===== src/design/intc_pkg.sv =====
// Interrupt controller shared types
`default_nettype none

package intc_pkg;

    // Number of interrupt sources and the width of a source index
    localparam int N_SRC = 8;
    localparam int ID_W  = 3;

    // One bit per source
    // Used for sources, events, mask and pending bits
    typedef logic [N_SRC-1:0] irq_vec_t;

    // Index of a single source
    typedef logic [ID_W-1:0] irq_id_t;

    // Result of the priority scan
    typedef struct packed {
        logic    found;
        irq_id_t id;
    } irq_claim_t;

    // Request presentation FSM
    typedef enum logic {
        ST_IDLE    = 1'b0,
        ST_PRESENT = 1'b1
    } ctrl_state_e;

endpackage

`default_nettype wire


===== src/design/intc_ctrl.sv =====
// Mask register and request FSM
`default_nettype none
`timescale 1ns/10ps

module intc_ctrl import intc_pkg::*; (
    input  wire        clk_i,
    input  wire        rst_n_i,
    input  wire        cfg_we_i,
    input  irq_vec_t   cfg_mask_i,
    input  wire        ack_i,
    input  irq_claim_t claim_i,
    output irq_vec_t   mask_o,
    output logic       clr_en_o,
    output irq_id_t    clr_id_o,
    output logic       irq_o,
    output irq_id_t    irq_id_o
);

    ctrl_state_e state_q;
    ctrl_state_e state_d;
    irq_vec_t    mask_q;
    irq_id_t     irq_id_q;
    logic        take_claim;
    logic        ack_hit;

    // Mask register, all sources blocked out of reset.
    // A write takes effect at the sampling edge, so events at that
    // edge still see the old mask.
    always_ff @(posedge clk_i or negedge rst_n_i) begin
        if (!rst_n_i) begin
            mask_q <= '1;
        end else if (cfg_we_i) begin
            mask_q <= cfg_mask_i;
        end
    end

    // Idle with work pending, latch the claim
    assign take_claim = (state_q == ST_IDLE) && claim_i.found;

    // Acknowledge only counts while a request is presented
    assign ack_hit = (state_q == ST_PRESENT) && ack_i;

    always_comb begin
        state_d = state_q;
        case (state_q)
            ST_IDLE: begin
                if (claim_i.found) begin
                    state_d = ST_PRESENT;
                end
            end
            ST_PRESENT: begin
                // Back to idle for at least one cycle before the next request
                if (ack_i) begin
                    state_d = ST_IDLE;
                end
            end
            default: begin
                state_d = ST_IDLE;
            end
        endcase
    end

    always_ff @(posedge clk_i or negedge rst_n_i) begin
        if (!rst_n_i) begin
            state_q <= ST_IDLE;
        end else begin
            state_q <= state_d;
        end
    end

    // Presented index holds until the next claim is taken
    always_ff @(posedge clk_i or negedge rst_n_i) begin
        if (!rst_n_i) begin
            irq_id_q <= '0;
        end else if (take_claim) begin
            irq_id_q <= claim_i.id;
        end
    end

    assign mask_o   = mask_q;
    assign irq_o    = (state_q == ST_PRESENT);
    assign irq_id_o = irq_id_q;

    // Clear request for the presented source, same cycle as the ack
    assign clr_en_o = ack_hit;
    assign clr_id_o = irq_id_q;

endmodule

`default_nettype wire


===== src/design/intc_edge_capture.sv =====
// Rising edge detector
`default_nettype none
`timescale 1ns/10ps

module intc_edge_capture import intc_pkg::*; (
    input  wire      clk_i,
    input  wire      rst_n_i,
    input  irq_vec_t src_i,
    output irq_vec_t event_o
);

    // Sample of the sources from the previous clock
    irq_vec_t src_prev_q;

    // Sources are assumed to be synchronous to clk_i already.
    // A zero reset value lets a source that is high right after reset
    // count as an event on the first edge.
    always_ff @(posedge clk_i or negedge rst_n_i) begin
        if (!rst_n_i) begin
            src_prev_q <= '0;
        end else begin
            src_prev_q <= src_i;
        end
    end

    // Event when the source is high now and was low last cycle
    assign event_o = src_i & ~src_prev_q;

endmodule

`default_nettype wire


===== src/design/intc_pending_accum.sv =====
// Masked pending accumulator
`default_nettype none
`timescale 1ns/10ps

module intc_pending_accum import intc_pkg::*; (
    input  wire      clk_i,
    input  wire      rst_n_i,
    input  irq_vec_t event_i,
    input  irq_vec_t mask_i,
    input  wire      clr_en_i,
    input  irq_id_t  clr_id_i,
    output irq_vec_t pending_o
);

    irq_vec_t pending_q;
    irq_vec_t pending_d;
    irq_vec_t set_vec;
    irq_vec_t clr_vec;

    // Mask acts at the input, masked events are dropped.
    // Bits already pending are not affected by the mask.
    assign set_vec = event_i & ~mask_i;

    // One-hot clear for the acknowledged source
    always_comb begin
        clr_vec = '0;
        if (clr_en_i) begin
            clr_vec[clr_id_i] = 1'b1;
        end
    end

    // Set is applied after the clear, so a new event on the
    // acknowledged source wins at the same edge
    assign pending_d = (pending_q & ~clr_vec) | set_vec;

    always_ff @(posedge clk_i or negedge rst_n_i) begin
        if (!rst_n_i) begin
            pending_q <= '0;
        end else begin
            pending_q <= pending_d;
        end
    end

    assign pending_o = pending_q;

endmodule

`default_nettype wire


===== src/design/intc_priority_encoder.sv =====
// Lowest index priority encoder
`default_nettype none
`timescale 1ns/10ps

module intc_priority_encoder import intc_pkg::*; (
    input  irq_vec_t   pending_i,
    output irq_claim_t claim_o
);

    irq_claim_t claim;

    // Scan upwards, the first set bit is taken and later
    // bits are ignored once found is set
    always_comb begin
        claim.found = 1'b0;
        claim.id    = '0;
        for (int i = 0; i < N_SRC; i++) begin
            if (pending_i[i] && !claim.found) begin
                claim.found = 1'b1;
                claim.id    = irq_id_t'(i);
            end
        end
    end

    assign claim_o = claim;

endmodule

`default_nettype wire


===== src/design/intc_top.sv =====
// Interrupt controller top level
`default_nettype none
`timescale 1ns/10ps

module intc_top import intc_pkg::*; (
    input  wire      clk_i,
    input  wire      rst_n_i,
    input  irq_vec_t irq_src_i,
    input  wire      cfg_we_i,
    input  irq_vec_t cfg_mask_i,
    input  wire      ack_i,
    output logic     irq_o,
    output irq_id_t  irq_id_o,
    output irq_vec_t pending_o,
    output irq_vec_t mask_o
);

    irq_vec_t   event_vec;
    irq_vec_t   mask_vec;
    irq_vec_t   pending_vec;
    irq_claim_t claim;
    logic       clr_en;
    irq_id_t    clr_id;

    intc_edge_capture intc_edge_capture_i (
        .clk_i   (clk_i),
        .rst_n_i (rst_n_i),
        .src_i   (irq_src_i),
        .event_o (event_vec)
    );

    intc_pending_accum intc_pending_accum_i (
        .clk_i     (clk_i),
        .rst_n_i   (rst_n_i),
        .event_i   (event_vec),
        .mask_i    (mask_vec),
        .clr_en_i  (clr_en),
        .clr_id_i  (clr_id),
        .pending_o (pending_vec)
    );

    intc_priority_encoder intc_priority_encoder_i (
        .pending_i (pending_vec),
        .claim_o   (claim)
    );

    intc_ctrl intc_ctrl_i (
        .clk_i      (clk_i),
        .rst_n_i    (rst_n_i),
        .cfg_we_i   (cfg_we_i),
        .cfg_mask_i (cfg_mask_i),
        .ack_i      (ack_i),
        .claim_i    (claim),
        .mask_o     (mask_vec),
        .clr_en_o   (clr_en),
        .clr_id_o   (clr_id),
        .irq_o      (irq_o),
        .irq_id_o   (irq_id_o)
    );

    assign pending_o = pending_vec;
    assign mask_o    = mask_vec;

endmodule

`default_nettype wire


===== config.mk =====
export PLATFORM = sky130hd
export DESIGN_NAME = intc_top
export DESIGN_NICKNAME = d
export VERILOG_FILES = /design/src/design/intc_pkg.sv /design/src/design/intc_ctrl.sv /design/src/design/intc_edge_capture.sv /design/src/design/intc_pending_accum.sv /design/src/design/intc_priority_encoder.sv /design/src/design/intc_top.sv
export SDC_FILE = /design/constraint.sdc
export NUM_CORES = 1
export LEC_CHECK = 0
export BUFFER_PORTS_ARGS = -buffer_cell sky130_fd_sc_hd__buf_2
export CORE_ASPECT_RATIO = 0.75
export CORE_UTILIZATION = 54
export CTS_BUF_LIST = sky130_fd_sc_hd__clkbuf_4 sky130_fd_sc_hd__clkbuf_8
export CTS_CLUSTER_DIAMETER = 100
export DETAILED_ROUTE_END_ITERATION = 8
export PLACE_DENSITY = 0.95
export SYNTH_ARGS = -nofsm -noshare
export SYNTH_HDL_FRONTEND = slang
export SYNTH_SLANG_ARGS = --single-unit

===== constraint.sdc =====
create_clock -name clk_i -period 2.49 [get_ports clk_i]
set_clock_uncertainty 0.1 [all_clocks]
set_input_delay 0 -clock clk_i [delete_from_list [all_inputs] [get_ports clk_i]]
set_output_delay 0 -clock clk_i [all_outputs]
set_load 0.02 [all_outputs]

==> flow_summary.yaml, run 1 <==
detailed_routing:
  drcViolationCount: 0
  viasPerCell: 5.80
  wire_per_inst_um: 18.5
  routed_wl_um: 3290
  first_pass_iters: 4
  drt_iter0_drc: 37
  vias: 1032
  postRouteAntennaNets: 0
placement:
  port_buffers: 39
  finalWeightedCongestion: 0.832
  place_inst: 149
  dp_slack_ns: 0.766
  dpl.hpwl_um: 1780
  placed_area_um2: 1330
global_route:
  grt_use_total: 0.342
  grt_overflow_total: 0
  grt_pass1_wl_um: 4830
  grt_max_degree: 29
  grt_pass1_vias: 972
  antenna_found_initial: 0
timing:
  drv_slew: 0
  finalCritPeriodShare: 0.725
  rsz0062_at_grt: "false"
  fmax_mhz: 554
  slew_headroom: 0.602
  period_needed_ns: 1.80
  setup-tns-final_ns: 0
  hold_viol_final: 0
  layout_setup_ws_ns: 0.685
  worstMarginPinSlew_ns: 0.596
  finalSetupViolCount: 0
cts:
  cts_root_buf: "clkbuf_4"
  clock_path_buffers: 2
  tritoncts: "done"
  cts.sinks: 28
  cts_setup_buffers: 0
  numCtsBuffers: 3
  htree_levels: 1
  clk_latency_ns: 0.33
  clk_pin_slew_ns: 0.15
power_and_ir_drop:
  ir_drop_v: 0.000743
  total_power_mw: 1.26
  cellLeakagePower_nw: 0.728
  p_per_area_nw_per_um2: 772
cells_and_area:
  fillers: 83
  diodes: 0
  regArea_um2: 711
  instances_no_fill: 178
  multi_input_area_um2: 387
  stdcell_area_um2: 1630
  final_nets: 177
  drive_above_1_share: 0.417
  area_growth_pct: 46.6
run_status:
  outcome: "completed"
floorplan:
  io_pins: 40
  die-area_um2: 2250
  die_x_um: 54.4
  initial_core_util: 0.605
  placementRows: 13
  fp.dieH_um: 41.3
  core_um2: 1840
flow_run:
  drv_cap: 0
synthesis:
  yosysSeqAreaShare: 0.639
  async_flop_share: 1.00
  synth_ff_type: "dfrtp_1"
  syn_inst: 90
  synth.distinct_cells: 24
  netlist_area_um2: 1110
  yosysWarnings: 0
  synth.most_common_cell: "dfrtp_1"
  syn_area_per_cell_um2: 12.4
  synth_edf_count: 0
  ys_ff_latch: 28
  syn-num-nets: 110
  synth_top_area_share: 0.450
  netlist_top_cells_area: "dfrtp_1, dfstp_2, mux2_2"
  synth_commonest_cells: "dfrtp_1, nand2_1, nor2_1"
  synth_top_area_cell: "dfrtp_1"
worst_setup_path:
  cp_data_required_time_ns: 2.62
  critPathCaptureType: "flop"
  cpPeakStageDelay_ns: 0.58
  cp_slowest_cell: "or4_4"
  r2r_cells: 4
  r2r_slack_ns: 0.69
  crit_family: "simple AND/OR/NAND/NOR gates"
  path_class: "reg -> reg"
  r2r_start: "intc_pending_accum_i.pending_o[2]$_DFF_PN0_"
  crit_buf_inv: 0
  cp_max_fo: 5
  path_cells: "or4_4 > nor3_4 > a21oi_2 > o22a_1"
  worstPathArrival_ns: 1.93
  timing.rr.end: "intc_ctrl_i.clr_id_o[1]$_DFFE_PN0P_"
  critPathLaunchType: "flop"
worst_hold_path:
  hold-path-endpoint: "intc_ctrl_i.mask_o[2]$_DFFE_PN1P_"
  hp-start: "cfg_we_i"
  hold_path_class: "in -> reg"
  min_path_cells: 2
report_power, final:
| group | switching, mW | internal (mW) |
|---|---|---|
| Clock | 0.130 | 0.163 |
| Sequential | 0.103 | 0.530 |
| Combinational | 0.183 | 0.151 |
per-stage QoR:
stage / util / hold WS (ns)
final: 0.887 / 0.00899
after global routing: 0.887 / 0.0179
after CTS: 0.887 / 0.00635
after detailed placement: 0.722 / -0.0642
after global placement: 0.722 / -0.0748
after floorplan: - / -0.396
layer usage:
layer / up-vias / part of all wire / GRT usage / routed length (µm)
met5: - / 0 / 0 / 0
met4: 0 / 0.039 / 0.212 / 129
met3: 14 / 0.072 / 0.105 / 237
met2: 58 / 0.50 / 0.564 / 1640
met1: 511 / 0.39 / 0.401 / 1290
li1: 449 / - / - / -
sequential cells by signal, summed over array words and instances, names as in the netlist:
| register | count |
|---|---|
| intc_ctrl_i.clr_id_o | 3 |
| intc_ctrl_i.irq_o | 1 |
| intc_ctrl_i.mask_o | 8 |
| intc_edge_capture_i.src_prev_q | 8 |
| intc_pending_accum_i.pending_o | 8 |
final cells by class:
class                   count  share of cell area
repair buffers             64               0.273
multi-input cells          58               0.237
flip-flops and latches     28               0.436
inverters                   2             0.00460
clock inverters             1              0.0184
well taps                  22              0.0169
clock buffers               3              0.0138
worst max path at each step:
stage,start,end,depth (start not counted)
after floorplan,intc_pending_accum_i.pending_o[2]$_DFF_PN0_,intc_ctrl_i.clr_id_o[1]$_DFFE_PN0P_,4
after global placement,intc_pending_accum_i.pending_o[2]$_DFF_PN0_,intc_ctrl_i.clr_id_o[1]$_DFFE_PN0P_,4
after detailed placement,intc_pending_accum_i.pending_o[2]$_DFF_PN0_,intc_ctrl_i.clr_id_o[1]$_DFFE_PN0P_,4
after CTS,intc_pending_accum_i.pending_o[2]$_DFF_PN0_,intc_ctrl_i.clr_id_o[1]$_DFFE_PN0P_,4
after global routing,intc_pending_accum_i.pending_o[2]$_DFF_PN0_,intc_ctrl_i.clr_id_o[1]$_DFFE_PN0P_,4
final,intc_pending_accum_i.pending_o[2]$_DFF_PN0_,intc_ctrl_i.clr_id_o[1]$_DFFE_PN0P_,4
repair_timing:
item	4_1_cts	5_1_grt
resized for setup	0	0
hold buffers	25	0
endpoints found under the hold margin	53	0
layout by cell type (no fill, tap or decap), drive strengths merged:
cell type / instances
buf: 39
dlygate4sd3: 25
dfrtp: 20
nand2: 11
nor2: 11
mux2: 8
dfstp: 8
nand3: 5
a22o: 4
nor3: 4
clkbuf: 3
inv: 2
o41ai: 2
o21ai: 2
a211o: 2
or3: 1
nand3b: 1
or4: 1
o21a: 1
a21oi: 1
o22a: 1
nand2b: 1
nor3b: 1
mux2i: 1
bufinv: 1
kinds of logic after synthesis:
group	Yosys count	synth area share
muxes	9	0.0900
AOI/OAI and AO/OA	13	0.0979
buffers and inverters	4	0.0135
DFF	28	0.639
and+or+nand+nor	36	0.160
No activity file was read; power rests on OpenSTA's default activity.
==> inputs of run 2 (changes only) <==
--- a/config.mk
+++ b/config.mk
@@ -7,11 +7,11 @@
 export LEC_CHECK = 0
 export BUFFER_PORTS_ARGS = -buffer_cell sky130_fd_sc_hd__buf_2
 export CORE_ASPECT_RATIO = 0.75
-export CORE_UTILIZATION = 54
+export CORE_UTILIZATION = 45
 export CTS_BUF_LIST = sky130_fd_sc_hd__clkbuf_4 sky130_fd_sc_hd__clkbuf_8
 export CTS_CLUSTER_DIAMETER = 100
 export DETAILED_ROUTE_END_ITERATION = 8
-export PLACE_DENSITY = 0.95
+export PLACE_DENSITY = 0.85
 export SYNTH_ARGS = -nofsm -noshare
 export SYNTH_HDL_FRONTEND = slang
 export SYNTH_SLANG_ARGS = --single-unit
==> constraint.sdc (replaced) <==
create_clock -name clk_i -period 1.53 [get_ports clk_i]
set_clock_uncertainty 0.1 [all_clocks]
set_input_delay 0 -clock clk_i [delete_from_list [all_inputs] [get_ports clk_i]]
set_output_delay 0 -clock clk_i [all_outputs]
set_load 0.02 [all_outputs]
==> flow_summary.yaml, run 2 (synthesis gave the netlist of run 1 again) <==
run_status:
  outcome: "complete, but fails checks"
  violations: "negative setup slack"
worst_setup_path:
  crit_buf_inv: 0
  r2r_slack_ns: -0.23
  cp_max_fo: 4
  cp-startpoint: "intc_pending_accum_i.pending_o[2]$_DFF_PN0_"
  critPathLaunchType: "flop"
  path_class: "reg -> reg"
  path_cells: "or4_4 > nor3_4 > a21oi_2 > o22a_1"
  crit_family: "simple AND/OR/NAND/NOR gates"
  cpPeakStageDelay_ns: 0.56
  r2r_cells: 4
  cp_slowest_cell: "or4_4"
  timing.rr.end: "intc_ctrl_i.clr_id_o[1]$_DFFE_PN0P_"
  cp_data_required_time_ns: 1.65
  critPathCaptureType: "flop"
  crit_cells: 4
  r2r_start: "intc_pending_accum_i.pending_o[2]$_DFF_PN0_"
  worstPathArrival_ns: 1.88
  cp-endpoint: "intc_ctrl_i.clr_id_o[1]$_DFFE_PN0P_"
timing:
  layout_setup_ws_ns: -0.229
  slew_headroom: 0.603
  drv_slew: 0
  hold_viol_final: 0
  rsz0062_at_grt: "true"
  finalSetupViolCount: 4
  setup-tns-final_ns: -0.634
  finalHoldWorstSlack_ns: 0.00523
  period_needed_ns: 1.76
  worstMarginPinSlew_ns: 0.595
  fmax_mhz: 568
  finalCritPeriodShare: 1.15
placement:
  place_inst: 169
  port_buffers: 39
  finalWeightedCongestion: 0.882
  dpl.hpwl_um: 1840
  dp_slack_ns: -0.166
cts:
  cts.sinks: 28
  htree_levels: 1
  clk_pin_slew_ns: 0.14
  numCtsBuffers: 3
  clock_path_buffers: 2
  cts_root_buf: "clkbuf_4"
  clk_latency_ns: 0.32
  tritoncts: "done"
cells_and_area:
  layout_commonest_cell: "buf_2"
  layout_common_cells: "buf_2, dlygate4sd3_1, dfrtp_1"
  diodes: 0
  area_growth_pct: 53.2
  fillers: 172
  drive_above_1_share: 0.467
  instances_no_fill: 199
  fin_util: 0.738
  multi_input_area_um2: 392
  regArea_um2: 713
  final_nets: 186
power_and_ir_drop:
  p_per_area_nw_per_um2: 1200
  ir_drop_v: 0.000644
  cellLeakagePower_nw: 0.767
global_route:
  grt_pass1_wl_um: 4650
  grt_overflow_total: 0
  gr-usage-met2: 0.402
  grt_use_total: 0.246
  grt_max_degree: 29
  use_met1: 0.315
  met3_usage: 0.0716
  busiest_layer: "met2"
  antenna_found_initial: 0
  grt_pass1_vias: 983
floorplan:
  placementRows: 15
  fp.dieH_um: 45.1
  initial_core_util: 0.482
  die_x_um: 59.4
  io_pins: 40
  core_um2: 2310
  die-area_um2: 2680
detailed_routing:
  routed_wl_um: 2960
  first_pass_iters: 5
  wire_per_inst_um: 14.9
  drcViolationCount: 0
  vias: 1019
  viasPerCell: 5.12
  postRouteAntennaNets: 0
  drt_iter0_drc: 23
flow_run:
  drv_cap: 0
worst_hold_path:
  hold_path_class: "in -> reg"
-- run 2: changes by cell type in the layout (fill, tap and decap cells not counted), sizes merged --
cell,change
clkbuf,+1
bufinv,-1
buf,+9
-- run 2: where the power goes --
part | leakage (nW) | internal [mW] | switching, mW
clock | 0.0210 | 0.146 | 0.203
combinational | 0.442 | 0.345 | 0.397
sequential | 0.303 | 0.867 | 0.0858
total | 0.767 | 1.36 | 0.686
-- run 2: worst min-delay path by stage --
stage | to | start | slack, ns | cells past startpoint
detailed placement | intc_edge_capture_i.src_prev_q[3]$_DFF_PN0_ | rst_n_i | -0.06 | 1
global route | intc_ctrl_i.mask_o[7]$_DFFE_PN1P_ | cfg_we_i | 0.00002 | 2
finish | intc_ctrl_i.mask_o[7]$_DFFE_PN1P_ | cfg_we_i | 0.005 | 2
CTS | intc_ctrl_i.mask_o[7]$_DFFE_PN1P_ | cfg_we_i | 0.003 | 2
floorplan | intc_ctrl_i.clr_id_o[0]$_DFFE_PN0P_ | rst_n_i | -0.40 | 0
global placement | intc_edge_capture_i.src_prev_q[3]$_DFF_PN0_ | rst_n_i | -0.07 | 1
-- run 2: repair_timing --
item / 4_1_cts / 5_1_grt
setup endpoints to repair: 4 / 4
gates resized for setup: 1 / 0
hold buffers: 25 / 0
endpoints found under the hold margin: 53 / 0
pin swaps: 1 / 1
buffers inserted: 1 / 0
-- run 2: metrics by stage --
| step | instance area [µm²] | power (mW) |
|---|---|---|
| after detailed placement | 1410 | 1.59 |
| after floorplan | 1110 | 1.28 |
| after global placement | 1410 | 1.55 |
| after global routing | 1700 | 2.15 |
| final | 1700 | 2.04 |
| after CTS | 1700 | 2.02 |
-- run 2: layout make-up --
class                      count  share of cell area
tap                           34              0.0250
sequential                    28               0.419
timing repair buffer          73               0.301
clock buffer                   4              0.0213
multi-input combinational     58               0.230
inverter                       2             0.00441
-- run 2: metal layers --
| metal | wire [µm] | up-vias |
|---|---|---|
| li1 | - | 467 |
| met5 | 0 | - |
| met4 | 94 | 0 |
| met3 | 187 | 8 |
| met2 | 1420 | 48 |
| met1 | 1260 | 496 |
-- run 2: worst reg2reg max path: stages (launching register included) --
cell and delay [ns]:
dfrtp_2 0.43, or4_4 0.56, nor3_4 0.23, a21oi_2 0.11, o22a_1 0.22
==> inputs of run 3 (changes only) <==
--- a/config.mk
+++ b/config.mk
@@ -5,13 +5,14 @@
 export SDC_FILE = /design/constraint.sdc
 export NUM_CORES = 1
 export LEC_CHECK = 0
-export BUFFER_PORTS_ARGS = -buffer_cell sky130_fd_sc_hd__buf_2
 export CORE_ASPECT_RATIO = 0.75
-export CORE_UTILIZATION = 45
+export CORE_UTILIZATION = 57
 export CTS_BUF_LIST = sky130_fd_sc_hd__clkbuf_4 sky130_fd_sc_hd__clkbuf_8
 export CTS_CLUSTER_DIAMETER = 100
 export DETAILED_ROUTE_END_ITERATION = 8
-export PLACE_DENSITY = 0.85
+export DONT_BUFFER_PORTS = 1
+export PLACE_DENSITY = 0.84
+export SETUP_SLACK_MARGIN = 0.1
 export SYNTH_ARGS = -nofsm -noshare
 export SYNTH_HDL_FRONTEND = slang
 export SYNTH_SLANG_ARGS = --single-unit
==> flow_summary.yaml, run 3 (synthesis gave the netlist of run 1 again) <==
cts:
  clk_pin_slew_ns: 0.14
  clock_path_buffers: 2
  cts_root_buf: "clkbuf_4"
  clk_latency_ns: 0.33
  cts.sinks: 28
  numCtsBuffers: 3
  htree_levels: 1
  tritoncts: "done"
floorplan:
  die-area_um2: 2130
  placementRows: 13
  core_um2: 1790
  initial_core_util: 0.622
  io_pins: 40
  fp.dieH_um: 40.3
  die_x_um: 53.0
power_and_ir_drop:
  swShare: 0.321
  p_seq_frac: 0.495
  cell_internal_pwr_mw: 1.40
  power.switching_mw: 0.661
  ir_drop_v: 0.00152
  pwr-share-clk: 0.234
  power_frac_comb: 0.271
  total_power_mw: 2.06
  cellLeakagePower_nw: 0.622
  p_per_area_nw_per_um2: 1360
placement:
  placed_area_um2: 1200
  dp_slack_ns: -0.127
  place_inst: 119
  finalWeightedCongestion: 0.858
  dpl.hpwl_um: 1570
  port_buffers: 0
worst_setup_path:
  cp_max_fo: 4
  path_class: "reg -> reg"
  worstPathArrival_ns: 1.86
  cp_data_required_time_ns: 1.67
  r2r_cells: 4
  critPathCaptureType: "flop"
  critPathLaunchType: "flop"
cells_and_area:
  stdcell_area_um2: 1510
  final_nets: 146
  diodes: 0
  layout_common_cells: "dlygate4sd3_1, dfrtp_1, buf_4"
  layout_commonest_cell: "dlygate4sd3_1"
  area_growth_pct: 35.4
  instances_no_fill: 147
  fin_util: 0.842
  drive_above_1_share: 0.368
  fillers: 96
timing:
  rsz0062_at_grt: "true"
  period_needed_ns: 1.73
  fmax_mhz: 580
  layout_setup_ws_ns: -0.195
  slew_headroom: 0.734
  worstMarginPinSlew_ns: 0.398
  finalSetupViolCount: 4
  finalCritPeriodShare: 1.13
  hold_viol_final: 0
  finalHoldWorstSlack_ns: 0.145
  drv_slew: 0
  setup-tns-final_ns: -0.638
detailed_routing:
  routed_wl_um: 2610
  drt_iter0_drc: 11
  postRouteAntennaNets: 0
  first_pass_iters: 4
  vias: 863
  viasPerCell: 5.87
  drcViolationCount: 0
  wire_per_inst_um: 17.7
global_route:
  antenna_found_initial: 0
  grt_pass1_wl_um: 3930
  grt_pass1_vias: 804
  grt_max_degree: 29
  grt_use_total: 0.287
  grt_overflow_total: 0
run_status:
  outcome: "complete, but fails checks"
  violations: "negative setup slack"
flow_run:
  drv_cap: 0
worst_hold_path:
  min_path_cells: 1
  hold_path_class: "in -> reg"
## run 3: changes by cell type in the layout (fill, tap and decap cells not counted), sizes merged
cell / change
clkbuf: -1
buf: -35
dlygate4sd3: -5
bufinv: +1
## run 3: path summary, 6_finish.rpt
check / start / to / slack (ns)
setup / recovery: intc_pending_accum_i.pending_o[2]$_DFF_PN0_ / intc_ctrl_i.clr_id_o[1]$_DFFE_PN0P_ / -0.20
max in group asynchronous: rst_n_i / intc_ctrl_i.mask_o[7]$_DFFE_PN1P_ / 0.59
hold reg to reg: intc_edge_capture_i.src_prev_q[7]$_DFF_PN0_ / intc_pending_accum_i.pending_o[7]$_DFF_PN0_ / 0.41
min in group asynchronous: rst_n_i / intc_edge_capture_i.src_prev_q[1]$_DFF_PN0_ / 0.51
setup reg to reg: intc_pending_accum_i.pending_o[2]$_DFF_PN0_ / intc_ctrl_i.clr_id_o[1]$_DFFE_PN0P_ / -0.20
hold / removal: irq_src_i[0] / intc_edge_capture_i.src_prev_q[0]$_DFF_PN0_ / 0.14
## run 3: final cells by class
| cell class | instances | area [µm²] | share of cell area |
|---|---|---|---|
| sequential | 28 | 717 | 0.476 |
| timing repair buffer | 33 | 310 | 0.206 |
| clock buffer | 3 | 22.5 | 0.0150 |
| tap | 22 | 27.5 | 0.0183 |
| inverter | 2 | 7.51 | 0.00498 |
| multi-input combinational | 58 | 392 | 0.260 |
| clock inverter | 1 | 30.0 | 0.0199 |
## run 3: per-layer routing
layer | track usage | vias to the layer above | wire length, µm
met5 | 0 | - | 0
met4 | 0.118 | 0 | 38
met3 | 0.0871 | 4 | 223
met2 | 0.446 | 43 | 1270
met1 | 0.382 | 428 | 1080
li1 | - | 388 | -
## run 3: critical path, cell delays in order (launching register included)
cell	delay, ns
dfrtp_2	0.43
or4_4	0.56
nor3_4	0.21
a21oi_2	0.11
o22a_1	0.21
## run 3: repair_timing
item,in CTS,in global routing
pin swaps,1,0
hold buffers,21,0
setup endpoints to repair,5,6
hold endpoints to repair,53,0
buffers inserted,2,1
resized for setup,1,3
## run 3: power groups by stage
stage	clock, mW	combinational (mW)	sequential, mW
6_report	0.481	0.557	1.02
5_1_grt	0.509	0.596	1.03
4_1_cts	0.488	0.550	1.01
3_5_place_dp	0	0.452	1.02
3_3_place_gp	0	0.439	1.01
2_1_floorplan	0	0.176	1.11
